## src/fpga_regs_pkg.sv

```systemverilog
/*
 * fpga register block shared definitions
 * widths, fixed register values, register map, controller states
 * and the request / gpio write / clock enable bundles
 */
`default_nettype none

package fpga_regs_pkg;

    // ------------------------------------------------------------
    // widths
    // ------------------------------------------------------------
    localparam int ADDR_W = 7;   // word address into the 128 word aperture
    localparam int DATA_W = 32;
    localparam int BE_W   = 4;   // one strobe per byte lane
    localparam int GPIO_W = 8;

    // ------------------------------------------------------------
    // fixed values
    // ------------------------------------------------------------
    localparam logic [DATA_W-1:0] DEVICE_ID_VAL = {16'h0000, 16'h0000}; // device id 0
    localparam logic [DATA_W-1:0] SCRATCH_RST   = 32'h12345678;
    localparam logic [DATA_W-1:0] DEF_REG_VAL   = 32'hFABDEFAC;         // unmapped marker

    // identity words at the very top of the aperture
    localparam logic [DATA_W-1:0] CUST_PROD_VAL = {16'h0000, 8'h01, 8'h00}; // cust, prod
    localparam logic [DATA_W-1:0] REVISION_VAL  = {16'h0000, 16'h0001};     // major, minor

    // clock control bit positions
    localparam int CLK_EN_4M_BIT = 0;
    localparam int CLK_EN_1M_BIT = 1;

    // ------------------------------------------------------------
    // register map, word addresses
    // ------------------------------------------------------------
    typedef enum logic [ADDR_W-1:0] {
        REG_ID        = 7'h00,
        REG_CLK_CTRL  = 7'h01,
        REG_GPIO_IN   = 7'h02,  // read only
        REG_GPIO_OUT  = 7'h03,
        REG_GPIO_OE   = 7'h04,
        REG_SCRATCH   = 7'h05,
        REG_CUST_PROD = 7'h7E,  // read only
        REG_REVISION  = 7'h7F   // read only
    } reg_addr_e;

    // request / response handshake states
    typedef enum logic [0:0] {
        ST_IDLE = 1'b0,   // ready for a request
        ST_RESP = 1'b1    // response waiting for the host
    } ctrl_state_e;

    // ------------------------------------------------------------
    // bundles
    // ------------------------------------------------------------
    typedef struct packed {
        logic [ADDR_W-1:0] addr;
        logic              we;     // 1 = write
        logic [BE_W-1:0]   be;
        logic [DATA_W-1:0] wdata;
    } bus_req_t;

    // write command into the gpio port
    typedef struct packed {
        logic              out_we;
        logic              oe_we;
        logic [BE_W-1:0]   be;
        logic [DATA_W-1:0] wdata;
    } gpio_wr_t;

    typedef struct packed {
        logic en_4m;
        logic en_1m;
    } clk_en_t;

endpackage

`default_nettype wire

```

## src/gpio_port.sv

```systemverilog
/*
 * gpio port
 * output and output enable registers written from byte lane 0,
 * two flop synchronizer on the input pins
 */
`timescale 1ns/1ps
`default_nettype none

module gpio_port
    import fpga_regs_pkg::*;
(
    input  wire logic              CLK_4M,
    input  wire logic              RST_fb1,

    input  wire gpio_wr_t          gpio_wr_i,   // strobes from the controller
    input  wire logic [GPIO_W-1:0] gpio_i,      // pins, asynchronous
    output logic [GPIO_W-1:0]      gpio_o,
    output logic [GPIO_W-1:0]      gpio_oe_o,
    output logic [GPIO_W-1:0]      gpio_in_o    // synchronized pins
);

    // ------------------------------------------------------------
    // internal signals
    // ------------------------------------------------------------
    logic [GPIO_W-1:0] out_q;
    logic [GPIO_W-1:0] oe_q;
    logic [GPIO_W-1:0] in_meta;   // first sync stage
    logic [GPIO_W-1:0] in_sync;   // second sync stage
    logic              lane0;     // byte 0 strobed

    assign lane0 = gpio_wr_i.be[0];

    // ------------------------------------------------------------
    // output and enable registers
    // ------------------------------------------------------------
    always_ff @(posedge CLK_4M or posedge RST_fb1)
    begin
        if (RST_fb1)
        begin
            out_q <= '0;
            oe_q  <= '0;           // pins start as inputs
        end
        else
        begin
            if (gpio_wr_i.out_we && lane0)
                out_q <= gpio_wr_i.wdata[GPIO_W-1:0];
            if (gpio_wr_i.oe_we && lane0)
                oe_q  <= gpio_wr_i.wdata[GPIO_W-1:0];
        end
    end

    assign gpio_o    = out_q;
    assign gpio_oe_o = oe_q;

    // ------------------------------------------------------------
    // input synchronizer
    // ------------------------------------------------------------
    always_ff @(posedge CLK_4M or posedge RST_fb1)
    begin
        if (RST_fb1)
        begin
            in_meta <= '0;
            in_sync <= '0;
        end
        else
        begin
            in_meta <= gpio_i;     // may go metastable
            in_sync <= in_meta;
        end
    end

    assign gpio_in_o = in_sync;    // pins as of 2+ cycles ago

endmodule

`default_nettype wire

```

## src/clk_out_gate.sv

```systemverilog
/*
 * clock output gating
 * divides CLK_4M by four and gates the full and quarter rate clocks
 * glitch free from the synchronized register enables
 */
`timescale 1ns/1ps
`default_nettype none

module clk_out_gate
    import fpga_regs_pkg::*;
(
    input  wire logic    CLK_4M,
    input  wire logic    RST_fb1,

    input  wire clk_en_t clk_en_i,   // from the clock control register
    output logic         clk_4m_o,
    output logic         clk_1m_o
);

    // ------------------------------------------------------------
    // internal signals
    // ------------------------------------------------------------
    logic [1:0] clk_div;     // free running /4
    logic       clk_1m;
    clk_en_t    en_meta;     // sync stage 1
    clk_en_t    en_sync;     // sync stage 2
    logic       on_4m;       // changes on falling edge only
    logic       on_1m;       // changes in divider low phase only

    assign clk_1m = clk_div[1];   // 2 high, 2 low

    always_ff @(posedge CLK_4M or posedge RST_fb1)
    begin
        if (RST_fb1)
            clk_div <= 2'b00;
        else
            clk_div <= clk_div + 2'd1;
    end

    // both enables share one 2 stage synchronizer
    always_ff @(posedge CLK_4M or posedge RST_fb1)
    begin
        if (RST_fb1)
        begin
            en_meta <= '0;
            en_sync <= '0;
        end
        else
        begin
            en_meta <= clk_en_i;
            en_sync <= en_meta;
        end
    end

    // ------------------------------------------------------------
    // enable latches
    // ------------------------------------------------------------
    // CLK_4M is low across the falling edge, so the AND cannot glitch
    always_ff @(negedge CLK_4M or posedge RST_fb1)
    begin
        if (RST_fb1)
            on_4m <= 1'b0;
        else
            on_4m <= en_sync.en_4m;
    end

    // load only when div is 00, the quarter clock is low before and after
    always_ff @(posedge CLK_4M or posedge RST_fb1)
    begin
        if (RST_fb1)
            on_1m <= 1'b0;
        else if (!clk_div[1] && !clk_div[0])
            on_1m <= en_sync.en_1m;
    end

    assign clk_4m_o = CLK_4M & on_4m;
    assign clk_1m_o = clk_1m & on_1m;   // low whenever disabled

endmodule

`default_nettype wire

```

## src/wb_reg_ctrl.sv

```systemverilog
/*
 * register controller
 * single word request/response handshake, address decode, device id,
 * scratch and clock control registers, gpio write strobes, read mux
 */
`timescale 1ns/1ps
`default_nettype none

module wb_reg_ctrl
    import fpga_regs_pkg::*;
(
    input  wire logic              CLK_4M,
    input  wire logic              RST_fb1,

    // request channel
    input  wire logic              req_valid_i,
    input  wire bus_req_t          req_i,
    output logic                   req_ready_o,

    // response channel
    output logic                   rsp_valid_o,
    input  wire logic              rsp_ready_i,
    output logic [DATA_W-1:0]      rsp_rdata_o,

    // gpio port
    output gpio_wr_t               gpio_wr_o,
    input  wire logic [GPIO_W-1:0] gpio_out_i,
    input  wire logic [GPIO_W-1:0] gpio_oe_i,
    input  wire logic [GPIO_W-1:0] gpio_in_i,   // already synchronized

    // clock output gating
    output clk_en_t                clk_en_o
);

    // ------------------------------------------------------------
    // internal signals
    // ------------------------------------------------------------
    ctrl_state_e       state_q;
    ctrl_state_e       state_d;
    reg_addr_e         addr_dec;     // decoded word address
    logic              accept;       // request transfer this edge
    logic              wr_acc;       // accepted write
    logic [DATA_W-1:0] scratch_q;
    clk_en_t           clk_en_q;
    logic [DATA_W-1:0] rdata_mux;

    // merge new data into old data per byte strobe
    function automatic logic [DATA_W-1:0] merge_be(
        input logic [DATA_W-1:0] old_v,
        input logic [DATA_W-1:0] new_v,
        input logic [BE_W-1:0]   be
    );
        logic [DATA_W-1:0] res;
        res = old_v;
        for (int i = 0; i < BE_W; i++)
        begin
            if (be[i])
                res[8*i +: 8] = new_v[8*i +: 8];
        end
        return res;
    endfunction

    // ------------------------------------------------------------
    // handshake
    // ------------------------------------------------------------
    assign req_ready_o = (state_q == ST_IDLE);   // one item in flight
    assign rsp_valid_o = (state_q == ST_RESP);
    assign accept      = req_valid_i & req_ready_o;
    assign wr_acc      = accept & req_i.we;
    assign addr_dec    = reg_addr_e'(req_i.addr);

    always_comb
    begin
        state_d = state_q;
        case (state_q)
            ST_IDLE:
                if (accept)
                    state_d = ST_RESP;      // answer next cycle
            ST_RESP:
                if (rsp_ready_i)
                    state_d = ST_IDLE;      // taken, ready again next cycle
            default:
                state_d = ST_IDLE;
        endcase
    end

    // ------------------------------------------------------------
    // control state and writable registers
    // ------------------------------------------------------------
    always_ff @(posedge CLK_4M or posedge RST_fb1)
    begin
        if (RST_fb1)
        begin
            state_q   <= ST_IDLE;
            scratch_q <= SCRATCH_RST;
            clk_en_q  <= '0;               // both clock outputs off
        end
        else
        begin
            state_q <= state_d;
            if (wr_acc)
            begin
                case (addr_dec)
                    REG_SCRATCH:
                        scratch_q <= merge_be(scratch_q, req_i.wdata, req_i.be);
                    REG_CLK_CTRL:
                        if (req_i.be[0])   // enables live in lane 0
                        begin
                            clk_en_q.en_4m <= req_i.wdata[CLK_EN_4M_BIT];
                            clk_en_q.en_1m <= req_i.wdata[CLK_EN_1M_BIT];
                        end
                    default: ;             // id, identity, gpio in, unmapped
                endcase
            end
        end
    end

    assign clk_en_o = clk_en_q;

    // gpio registers live in the port, strobe them at the accepting edge
    always_comb
    begin
        gpio_wr_o.out_we = wr_acc && (addr_dec == REG_GPIO_OUT);
        gpio_wr_o.oe_we  = wr_acc && (addr_dec == REG_GPIO_OE);
        gpio_wr_o.be     = req_i.be;
        gpio_wr_o.wdata  = req_i.wdata;
    end

    // ------------------------------------------------------------
    // read path
    // ------------------------------------------------------------
    always_comb
    begin
        rdata_mux = '0;
        case (addr_dec)
            REG_ID:        rdata_mux = DEVICE_ID_VAL;
            REG_CLK_CTRL:
            begin
                rdata_mux[CLK_EN_4M_BIT] = clk_en_q.en_4m;   // other bits zero
                rdata_mux[CLK_EN_1M_BIT] = clk_en_q.en_1m;
            end
            REG_GPIO_IN:   rdata_mux = {{(DATA_W-GPIO_W){1'b0}}, gpio_in_i};
            REG_GPIO_OUT:  rdata_mux = {{(DATA_W-GPIO_W){1'b0}}, gpio_out_i};
            REG_GPIO_OE:   rdata_mux = {{(DATA_W-GPIO_W){1'b0}}, gpio_oe_i};
            REG_SCRATCH:   rdata_mux = scratch_q;
            REG_CUST_PROD: rdata_mux = CUST_PROD_VAL;
            REG_REVISION:  rdata_mux = REVISION_VAL;
            default:       rdata_mux = DEF_REG_VAL;   // hole in the map
        endcase
    end

    // captured on accept, so reads see contents before the edge
    // and the value holds while the response waits
    always_ff @(posedge CLK_4M)
    begin
        if (accept)
            rsp_rdata_o <= rdata_mux;
    end

endmodule

`default_nettype wire

```

## src/fpga_ip_top.sv

```systemverilog
/*
 * fpga register and clock output block, top level
 * joins the register controller, gpio port and clock gating
 */
`timescale 1ns/1ps
`default_nettype none

module fpga_ip_top
    import fpga_regs_pkg::*;
(
    input  wire logic              CLK_4M,
    input  wire logic              RST_fb1,

    // host request / response
    input  wire logic              req_valid_i,
    input  wire bus_req_t          req_i,
    output logic                   req_ready_o,
    output logic                   rsp_valid_o,
    input  wire logic              rsp_ready_i,
    output logic [DATA_W-1:0]      rsp_rdata_o,

    // gpio pins, split
    input  wire logic [GPIO_W-1:0] gpio_i,
    output logic [GPIO_W-1:0]      gpio_o,
    output logic [GPIO_W-1:0]      gpio_oe_o,

    // gated clocks
    output logic                   clk_4m_o,
    output logic                   clk_1m_o
);

    // ------------------------------------------------------------
    // internal nets
    // ------------------------------------------------------------
    gpio_wr_t          gpio_wr;     // controller -> gpio port
    logic [GPIO_W-1:0] gpio_in;     // synchronized pins back to the mux
    clk_en_t           clk_en;      // controller -> clock gating

    wb_reg_ctrl u_wb_reg_ctrl (
        .CLK_4M      (CLK_4M),
        .RST_fb1     (RST_fb1),
        .req_valid_i (req_valid_i),
        .req_i       (req_i),
        .req_ready_o (req_ready_o),
        .rsp_valid_o (rsp_valid_o),
        .rsp_ready_i (rsp_ready_i),
        .rsp_rdata_o (rsp_rdata_o),
        .gpio_wr_o   (gpio_wr),
        .gpio_out_i  (gpio_o),      // readback of the pin drivers
        .gpio_oe_i   (gpio_oe_o),
        .gpio_in_i   (gpio_in),
        .clk_en_o    (clk_en)
    );

    gpio_port u_gpio_port (
        .CLK_4M    (CLK_4M),
        .RST_fb1   (RST_fb1),
        .gpio_wr_i (gpio_wr),
        .gpio_i    (gpio_i),
        .gpio_o    (gpio_o),
        .gpio_oe_o (gpio_oe_o),
        .gpio_in_o (gpio_in)
    );

    clk_out_gate u_clk_out_gate (
        .CLK_4M   (CLK_4M),
        .RST_fb1  (RST_fb1),
        .clk_en_i (clk_en),
        .clk_4m_o (clk_4m_o),
        .clk_1m_o (clk_1m_o)
    );

endmodule

`default_nettype wire

```

## config.mk

```make
export PLATFORM = sky130hd
export DESIGN_NAME = fpga_ip_top
export DESIGN_NICKNAME = d
export VERILOG_FILES = /design/src/fpga_regs_pkg.sv /design/src/gpio_port.sv /design/src/clk_out_gate.sv /design/src/wb_reg_ctrl.sv /design/src/fpga_ip_top.sv
export SDC_FILE = /design/constraint.sdc
export NUM_CORES = 1
export LEC_CHECK = 0
export ABC_AREA = 0
export BUFFER_PORTS_ARGS = -buffer_cell sky130_fd_sc_hd__buf_4
export CAP_MARGIN = 10
export CORE_MARGIN = 3
export CORE_UTILIZATION = 45
export DETAILED_ROUTE_END_ITERATION = 8
export GPL_ROUTABILITY_DRIVEN = 0
export PLACE_DENSITY_LB_ADDON = 0.1
export SYNTH_ARGS = -nofsm -noshare
export SYNTH_HDL_FRONTEND = slang
export SYNTH_HIERARCHICAL = 1
export SYNTH_SLANG_ARGS = --single-unit
```

## constraint.sdc

```tcl
create_clock -name CLK_4M -period 2.85 [get_ports CLK_4M]
set_clock_uncertainty 0.05 [all_clocks]
set_input_delay 0.7125 -clock CLK_4M [delete_from_list [all_inputs] [get_ports CLK_4M]]
set_output_delay 0.7125 -clock CLK_4M [all_outputs]
set_load 0.02 [all_outputs]
```

Yosys cells after proc, flatten, opt, wreduce, memory -nomap -nowiden --
Index checks and enable logic that the tools add are counted.
Cells by class: mux-type cells 5, $add $sub $neg 1, eq/ne operators 7, reductions and logical operators 14, bitwise operators 5
Operators by type and width (number):
- one-hot mux 30 bit (6 select lines) | 1
- AND reduction 3 bit | 5
- == test 7 x 2 -> 1 bit (second input constant) | 2
- == test 7 x 3 -> 1 bit (second input constant) | 2
- == test 7 bit (second input constant) | 2
- one-hot mux 2 bit (6 select lines) | 1
- == test 7 x 1 -> 1 bit (second input constant) | 1
- zero test 7 bit | 1
- logical AND 1 bit | 5
- AND 1 bit | 4
- OR reduction 3 bit | 1
- adder 2 x 1 -> 2 bit (second input constant) | 1
- zero test 1 bit | 2
- 2-to-1 mux 1 bit | 2
- one-hot mux 1 bit (2 select lines) | 1
- inverter 1 bit | 1
Storage, ports and cells: flip-flop bits (word level) 107, logic and storage cells 51, input bits 56

Longest topological paths before layout --
Gate-level depths: netlist of the first run.
depth in word-level cells 5, depth in mapped cells 6, mapped depth without buffers 5

Modules after synthesis --
The synthesis of the first run kept the hierarchy.
Modules (own cells, without submodules):
- wb_reg_ctrl | cells an instance 239, area an instance 3193.1 µm², instances 1, seq. area each 1853.0 µm²
- gpio_port | cells an instance 51, area an instance 997.2 µm², instances 1, seq. area each 800.8 µm²
- clk_out_gate | cells an instance 15, area an instance 251.5 µm², instances 1, seq. area each 200.2 µm²

==> key figures, run 1 <==
STA
  – Max-slew headroom: between 30% and 40%
  – Final Hold Fails: 0
  – Worst slew pin tran: approximately 1.0 ns
  – Count of final setup violators: 2
  – RSZ-0062 raised after global routing: yes
  – Max-slew violations: 0
  – Worst Slack Setup Final: -0.420 ns
  – Fin Hold WS: about 0.2 ns

Worst setup path
  – Setup CP Type: reg -> out
  – Critical Path RT: approximately 2.1 ns
  – Arr. time, crit path: 2.51 ns
  – Largest fanout on the critical path: 1
  – Startpoint Class: flip-flop
  – Critical Path End Type: primary output

Synth
  – Synth warn: 6
  – Mapped Area: ~0.0042 mm2
  – Syn_nets: roughly 340
  – Synth Instances: 278
  – Syn avg cell area: roughly 15 um2

Final layout
  – Storage element area: between 0.002 and 0.003 mm2
  – Fraction of layout cells with a size suffix above 1: a little over half
  – Area growth syn-to-layout: 27.4%
  – Commonest non-fill, non-tap cell in the layout: buf_4
  – Most frequent cells in the layout: buf_4 (114), dfrtp_1 (61), mux2_2 (52)
  – Nets@finish: roughly 450
  – N_diodes: 0
  – Final Util: 60.4%
  – Area occupied by multi-input gates: 0.00126 mm2
  – Filler cells: 744

Run status
  – Failing checks: negative setup slack
  – Outcome: finished, violations left

Floorplan
  – Die width: between 100 and 150 um
  – Core ar.: about 0.0089 mm2
  – Die outline area: approximately 0.011 mm2
  – Die Ht: just over 100 um
  – FP Rows: 34
  – I/O pin count: 108
  – Initial core utilization: 47.5%

Power and ir drop
  – PD cells: around 540 mW/mm2
  – Peak VDD IR: between 0.0002 and 0.0003 V
  – Leak: ~2.5 nW

Clocking
  – Post CTS Setup Buffer Count: 0
  – CTS Hold Buffers Added: 0
  – Post-CTS sizing: 2
  – Worst-path clk slew: around 0.10 ns
  – Worst skew pair latency: approximately 0.47 ns
  – CTS tree: done

Routing
  – Vias: 2644
  – # DRC: 0
  – Met2 WL post-DR: approximately 4000 um
  – Routed wire length: between 8000 and 9000 um
  – Drt wl/cell: 17.4 um
  – TritonRoute pass-1 iters: 4
  – Top layer in use: met4
  – Final antenna-violating net count: 0
  – Routed length on met1: 3980 um
  – 1st-iter DRT viols: roughly 130
  – Met3 routed WL: just under 600 um
  – Routed vias/inst: 5.27

Global routing
  – Initial antenna violation count: 0
  – First-pass GRT wire length: ~14000 um
  – Maximum number of pins on one net before global-route repair: 36
  – Vias in the first global route: 2603
  – Grt total ovfl: 0
  – Tot GR Track Use: between 10% and 20%

Placement
  – Post-Place Setup Slack: 0.0688 ns
  – IO buf count: 107
  – Dpl hpwl: roughly 6200 um

Hold path
  – Min-Delay Path Class: in -> async

Job
  – Max Cap Viol: 0
[through the flow]
| stage | TNS, ns | std cells | area [um2] | power (mW) |
|---|---|---|---|---|
| 3_5_place_dp | 0 | 483 | 5150 | 1.94 |
| 2_1_floorplan | 0 | 278 | 4240 | 1.81 |
| 3_3_place_gp | 0 | 483 | 5150 | 1.94 |
| 5_1_grt | -0.469 | 502 | 5400 | 3.07 |
| 6_report | -0.420 | 502 | 5400 | 2.94 |
| 4_1_cts | -0.438 | 502 | 5400 | 2.98 |
[power by group]
| group | leakage (nW) | total, mW | switching, mW | internal, mW |
|---|---|---|---|---|
| clock | 0.134 | 1.03 | 0.529 | 0.502 |
| sequential | 1.21 | 1.65 | 0.0188 | 1.64 |
| combinational | 1.13 | 0.250 | 0.136 | 0.114 |
| total | 2.48 | 2.94 | 0.684 | 2.25 |
[state kept, by name (all words and copies together), names as in the netlist]
| name | count |
|---|---|
| u_wb_reg_ctrl/rsp_rdata_o | 32 |
| u_wb_reg_ctrl/scratch_q | 32 |
| u_gpio_port/gpio_in_o | 8 |
| u_gpio_port/gpio_o | 8 |
| u_gpio_port/gpio_oe_o | 8 |
| u_gpio_port/in_meta | 8 |
| u_clk_out_gate/clk_div | 2 |
| u_clk_out_gate/en_meta | 2 |
| u_clk_out_gate/en_sync | 2 |
| u_wb_reg_ctrl/clk_en_o | 2 |
| u_clk_out_gate/on_1m | 1 |
| u_clk_out_gate/on_4m | 1 |
| u_wb_reg_ctrl/rsp_valid_o | 1 |
[layout make-up]
type,instances,share of cell area [%]
Clock buffer,13,3.27
Clock inverter,7,1.44
Inverter,10,0.695
Multi-Input combinational cell,143,23.4
Sequential cell,107,52.8
Tap cell,108,2.50
Timing Repair Buffer,114,15.8
[metal layers]
metal,track usage (%),up-vias
li1,-,1224
met5,0,-
met4,7.97,0
met1,24.0,1316
met2,25.6,91
met3,6.77,13
[worst max-delay path: stages (launching register included)]
cell	delay [ns]
dfrtn_1	0.39
and2_4	0.13
buf_6	0.10
[path summary, 6_finish.rpt]
path / slack [ns] / to / cells after the start / start
setup / recovery: -0.42 / clk_4m_o / 2 / u_clk_out_gate/on_4m
hold / removal: 0.20 / u_clk_out_gate/en_sync[1] / 3 / RST_fb1
setup reg to reg: 0.82 / u_wb_reg_ctrl/scratch_q[8] / 4 / u_wb_reg_ctrl/rsp_valid_o
hold reg to reg: 0.31 / u_gpio_port/gpio_in_o[3] / 0 / u_gpio_port/in_meta[3]
max in group asynchronous: 1.25 / u_clk_out_gate/on_4m / 2 / RST_fb1
min in group CLK_4M: 0.29 / u_gpio_port/in_meta[6] / 1 / gpio_i[6]
Power figures use the tool's default switching activity.
==> run 2, diff against run 1 <==
--- a/config.mk
+++ b/config.mk
@@ -12,6 +12,7 @@
 export CORE_UTILIZATION = 45
 export DETAILED_ROUTE_END_ITERATION = 8
 export GPL_ROUTABILITY_DRIVEN = 0
+export GPL_TIMING_DRIVEN = 0
 export PLACE_DENSITY_LB_ADDON = 0.1
 export SYNTH_ARGS = -nofsm -noshare
 export SYNTH_HDL_FRONTEND = slang
==> run 2 against run 1 <==
  * The flow still finishes with violations (negative setup slack)
  * Worst hold slack got worse by 0.057 ns
  * Utilization rose by 0.62 points
  * Sequential power barely moved
  * First-iteration DRC count fell by 20%
  * Power fell by 2.4%
  * Count of clock-buffer cells in the layout did not move
  * Worst setup slack improved by 0.0046 ns
  * Sequential share of layout area fell by 0.53 points
  * Flip-flop and latch count did not move
  * Critical endpoint unchanged
  * Highest routed layer unchanged
==> key figures, run 2 (same netlist as run 1, synthesis figures left out) <==
Floorplan
  – Initial core utilization: 47.5% (unchanged)
  – Die width: 103 um (unchanged)
  – Core ar.: 0.00893 mm2 (unchanged)
  – Die Ht: 103 um (unchanged)
  – FP Rows: 34 (unchanged)
  – I/O pin count: 108 (unchanged)
  – Die outline area: 0.0106 mm2 (unchanged)

Routing
  – Drt wl/cell: 17.6 um (+0.76%)
  – Final antenna-violating net count: 0 (unchanged)
  – # DRC: 0 (unchanged)
  – Vias: 2633 (-0.42%)
  – Routed wire length: 9010 um (+3.0%)
  – 1st-iter DRT viols: 100 (-20%)
  – TritonRoute pass-1 iters: 5 (+1)
  – Routed vias/inst: 5.13 (-2.6%)

STA
  – Worst slew pin tran: 0.919 ns (-0.0782 ns)
  – RSZ-0062 raised after global routing: yes
  – Max-slew violations: 0 (unchanged)
  – Worst Slack Setup Final: -0.415 ns (+0.00459 ns)
  – Count of final setup violators: 2 (unchanged)
  – Post-route setup TNS: -0.415 ns (+0.00459 ns)
  – Max-slew headroom: 38.1% (+4.6 points)
  – Final Hold Fails: 0 (unchanged)

Power and ir drop
  – Leak: 2.49 nW (+0.72%)
  – Total Power: 2.87 mW (-2.4%)
  – Peak VDD IR: 0.000252 V (-9.8%)
  – PD cells: 525 mW/mm2 (-3.4%)

Final layout
  – Area growth syn-to-layout: 28.7%
  – Commonest non-fill, non-tap cell in the layout: buf_4
  – Final Util: 61.1% (+0.62 points)
  – Fraction of layout cells with a size suffix above 1: 53.3% (-0.47 points)
  – Most frequent cells in the layout: buf_4 (114), dfrtp_1 (61), mux2_2 (52)
  – N_diodes: 0 (unchanged)
  – Filler cells: 708 (-4.8%)
  – Final instance area: 0.00546 mm2 (+1.0%)
  – Nets@finish: 457 (+2.5%)
  – Regs by FF count: u_wb_reg_ctrl/rsp_rdata_o x32, u_wb_reg_ctrl/scratch_q x32

Hold path
  – Min-Delay Path Class: in -> async

Worst setup path
  – Startpoint Class: flip-flop
  – Critical Path RT: 2.09 ns (about the same)
  – Setup CP Type: reg -> out
  – Crit-path cells: and2_4 > buf_6
  – Critical Path End Type: primary output
  – Arr. time, crit path: 2.50 ns (about the same)
  – Max stage delay on crit path: 0.39 ns (about the same)
  – Top delay family on crit path: flip-flops
  – CP max stage cell: dfrtn_1
  – Worst path bufs/invs: 1 (unchanged)
  – Largest fanout on the critical path: 1 (unchanged)

Job
  – Max Cap Viol: 0 (unchanged)

Run status
  – Outcome: finished, violations left
  – Failing checks: negative setup slack

Placement
  – Dpl hpwl: 6380 um (+2.0%)
  – IO buf count: 106 (-0.93%)
  – Placed cell area: 0.00520 mm2 (+1.0%)

Global routing
  – Maximum number of pins on one net before global-route repair: 36 (unchanged)
  – Tot GR Track Use: 18.3% (+0.48 points)
  – GR Layer Usage met3: 5.55% (-1.2 points)
  – Grt met2 use: 26.4% (+0.84 points)
  – Grt total ovfl: 0 (unchanged)
  – Vias in the first global route: 2627 (+0.92%)
  – Busiest grt layer: met2
  – Routing usage on met1: 24.8% (+0.85 points)
  – First-pass GRT wire length: 13800 um (+1.0%)
  – Initial antenna violation count: 0 (unchanged)

Clocking
  – Worst-path clk slew: 0.10 ns (about the same)
  – Post CTS Setup Buffer Count: 0 (unchanged)
  – Worst skew pair latency: 0.47 ns (about the same)
  – CTS tree: done
run 2: changes by cell type in the layout (fill, tap and decap cells not counted), moves of 2 or more:
cell,previous run,this run
clkbuf_1,0,6
clkinv_4,4,1
buf_16,0,2
buf_2,0,2
inv_6,1,3
run 2: worst paths after layout:
| kind | from | to | slack [ns] | depth (start not counted) |
|---|---|---|---|---|
| worst max-delay path | u_clk_out_gate/on_4m | clk_4m_o | -0.42 | 2 |
| worst min-delay path | RST_fb1 | u_clk_out_gate/en_meta[0] | 0.14 | 2 |
| worst max register to register | u_wb_reg_ctrl/rsp_valid_o | u_wb_reg_ctrl/scratch_q[2] | 0.75 | 4 |
| worst min register to register | u_gpio_port/in_meta[3] | u_gpio_port/gpio_in_o[3] | 0.31 | 0 |
| max in group asynchronous | RST_fb1 | u_clk_out_gate/on_4m | 1.03 | 2 |
| min in group CLK_4M | gpio_i[1] | u_gpio_port/in_meta[1] | 0.30 | 1 |
run 2: what timing repair did:
item | in CTS | in global routing
gates resized for setup | 0 | 2
endpoints found under the setup margin | 2 | 2
pin swaps | 0 | 0
hold buffers | 0 | 0
run 2: per-stage QoR:
stage	hold slack (ns)	setup WS, ns	instances
after floorplan	0.281	0.0877	278
after global placement	0.282	-0.755	492
after detailed placement	0.285	-0.0877	493
after CTS	0.134	-0.433	512
after global routing	0.141	-0.470	513
final	0.144	-0.415	513
run 2: where the power goes:
| group | leakage (nW) | switching (mW) | internal [mW] |
|---|---|---|---|
| clock network | 0.120 | 0.529 | 0.414 |
| registers | 1.21 | 0.0190 | 1.64 |
| logic | 1.16 | 0.140 | 0.128 |
| total | 2.49 | 0.688 | 2.18 |
run 2: per-layer routing:
metal	share of wire [%]	wire length (um)
met5	0	0
met4	1.8	160
met3	5.1	464
met2	46	4120
met1	47	4260
run 2: layout make-up:
class / instances / area, um2 / area share [%]
Buffer: 18 / 104 / 1.90
Clock buffer: 13 / 176 / 3.23
Clock inverter: 7 / 51.3 / 0.940
Multi-Input combinational cell: 143 / 1250 / 23.0
Tap cell: 108 / 135 / 2.48
Inverter: 10 / 37.5 / 0.688
Timing Repair Buffer: 107 / 843 / 15.5
Sequential cell: 107 / 2850 / 52.3
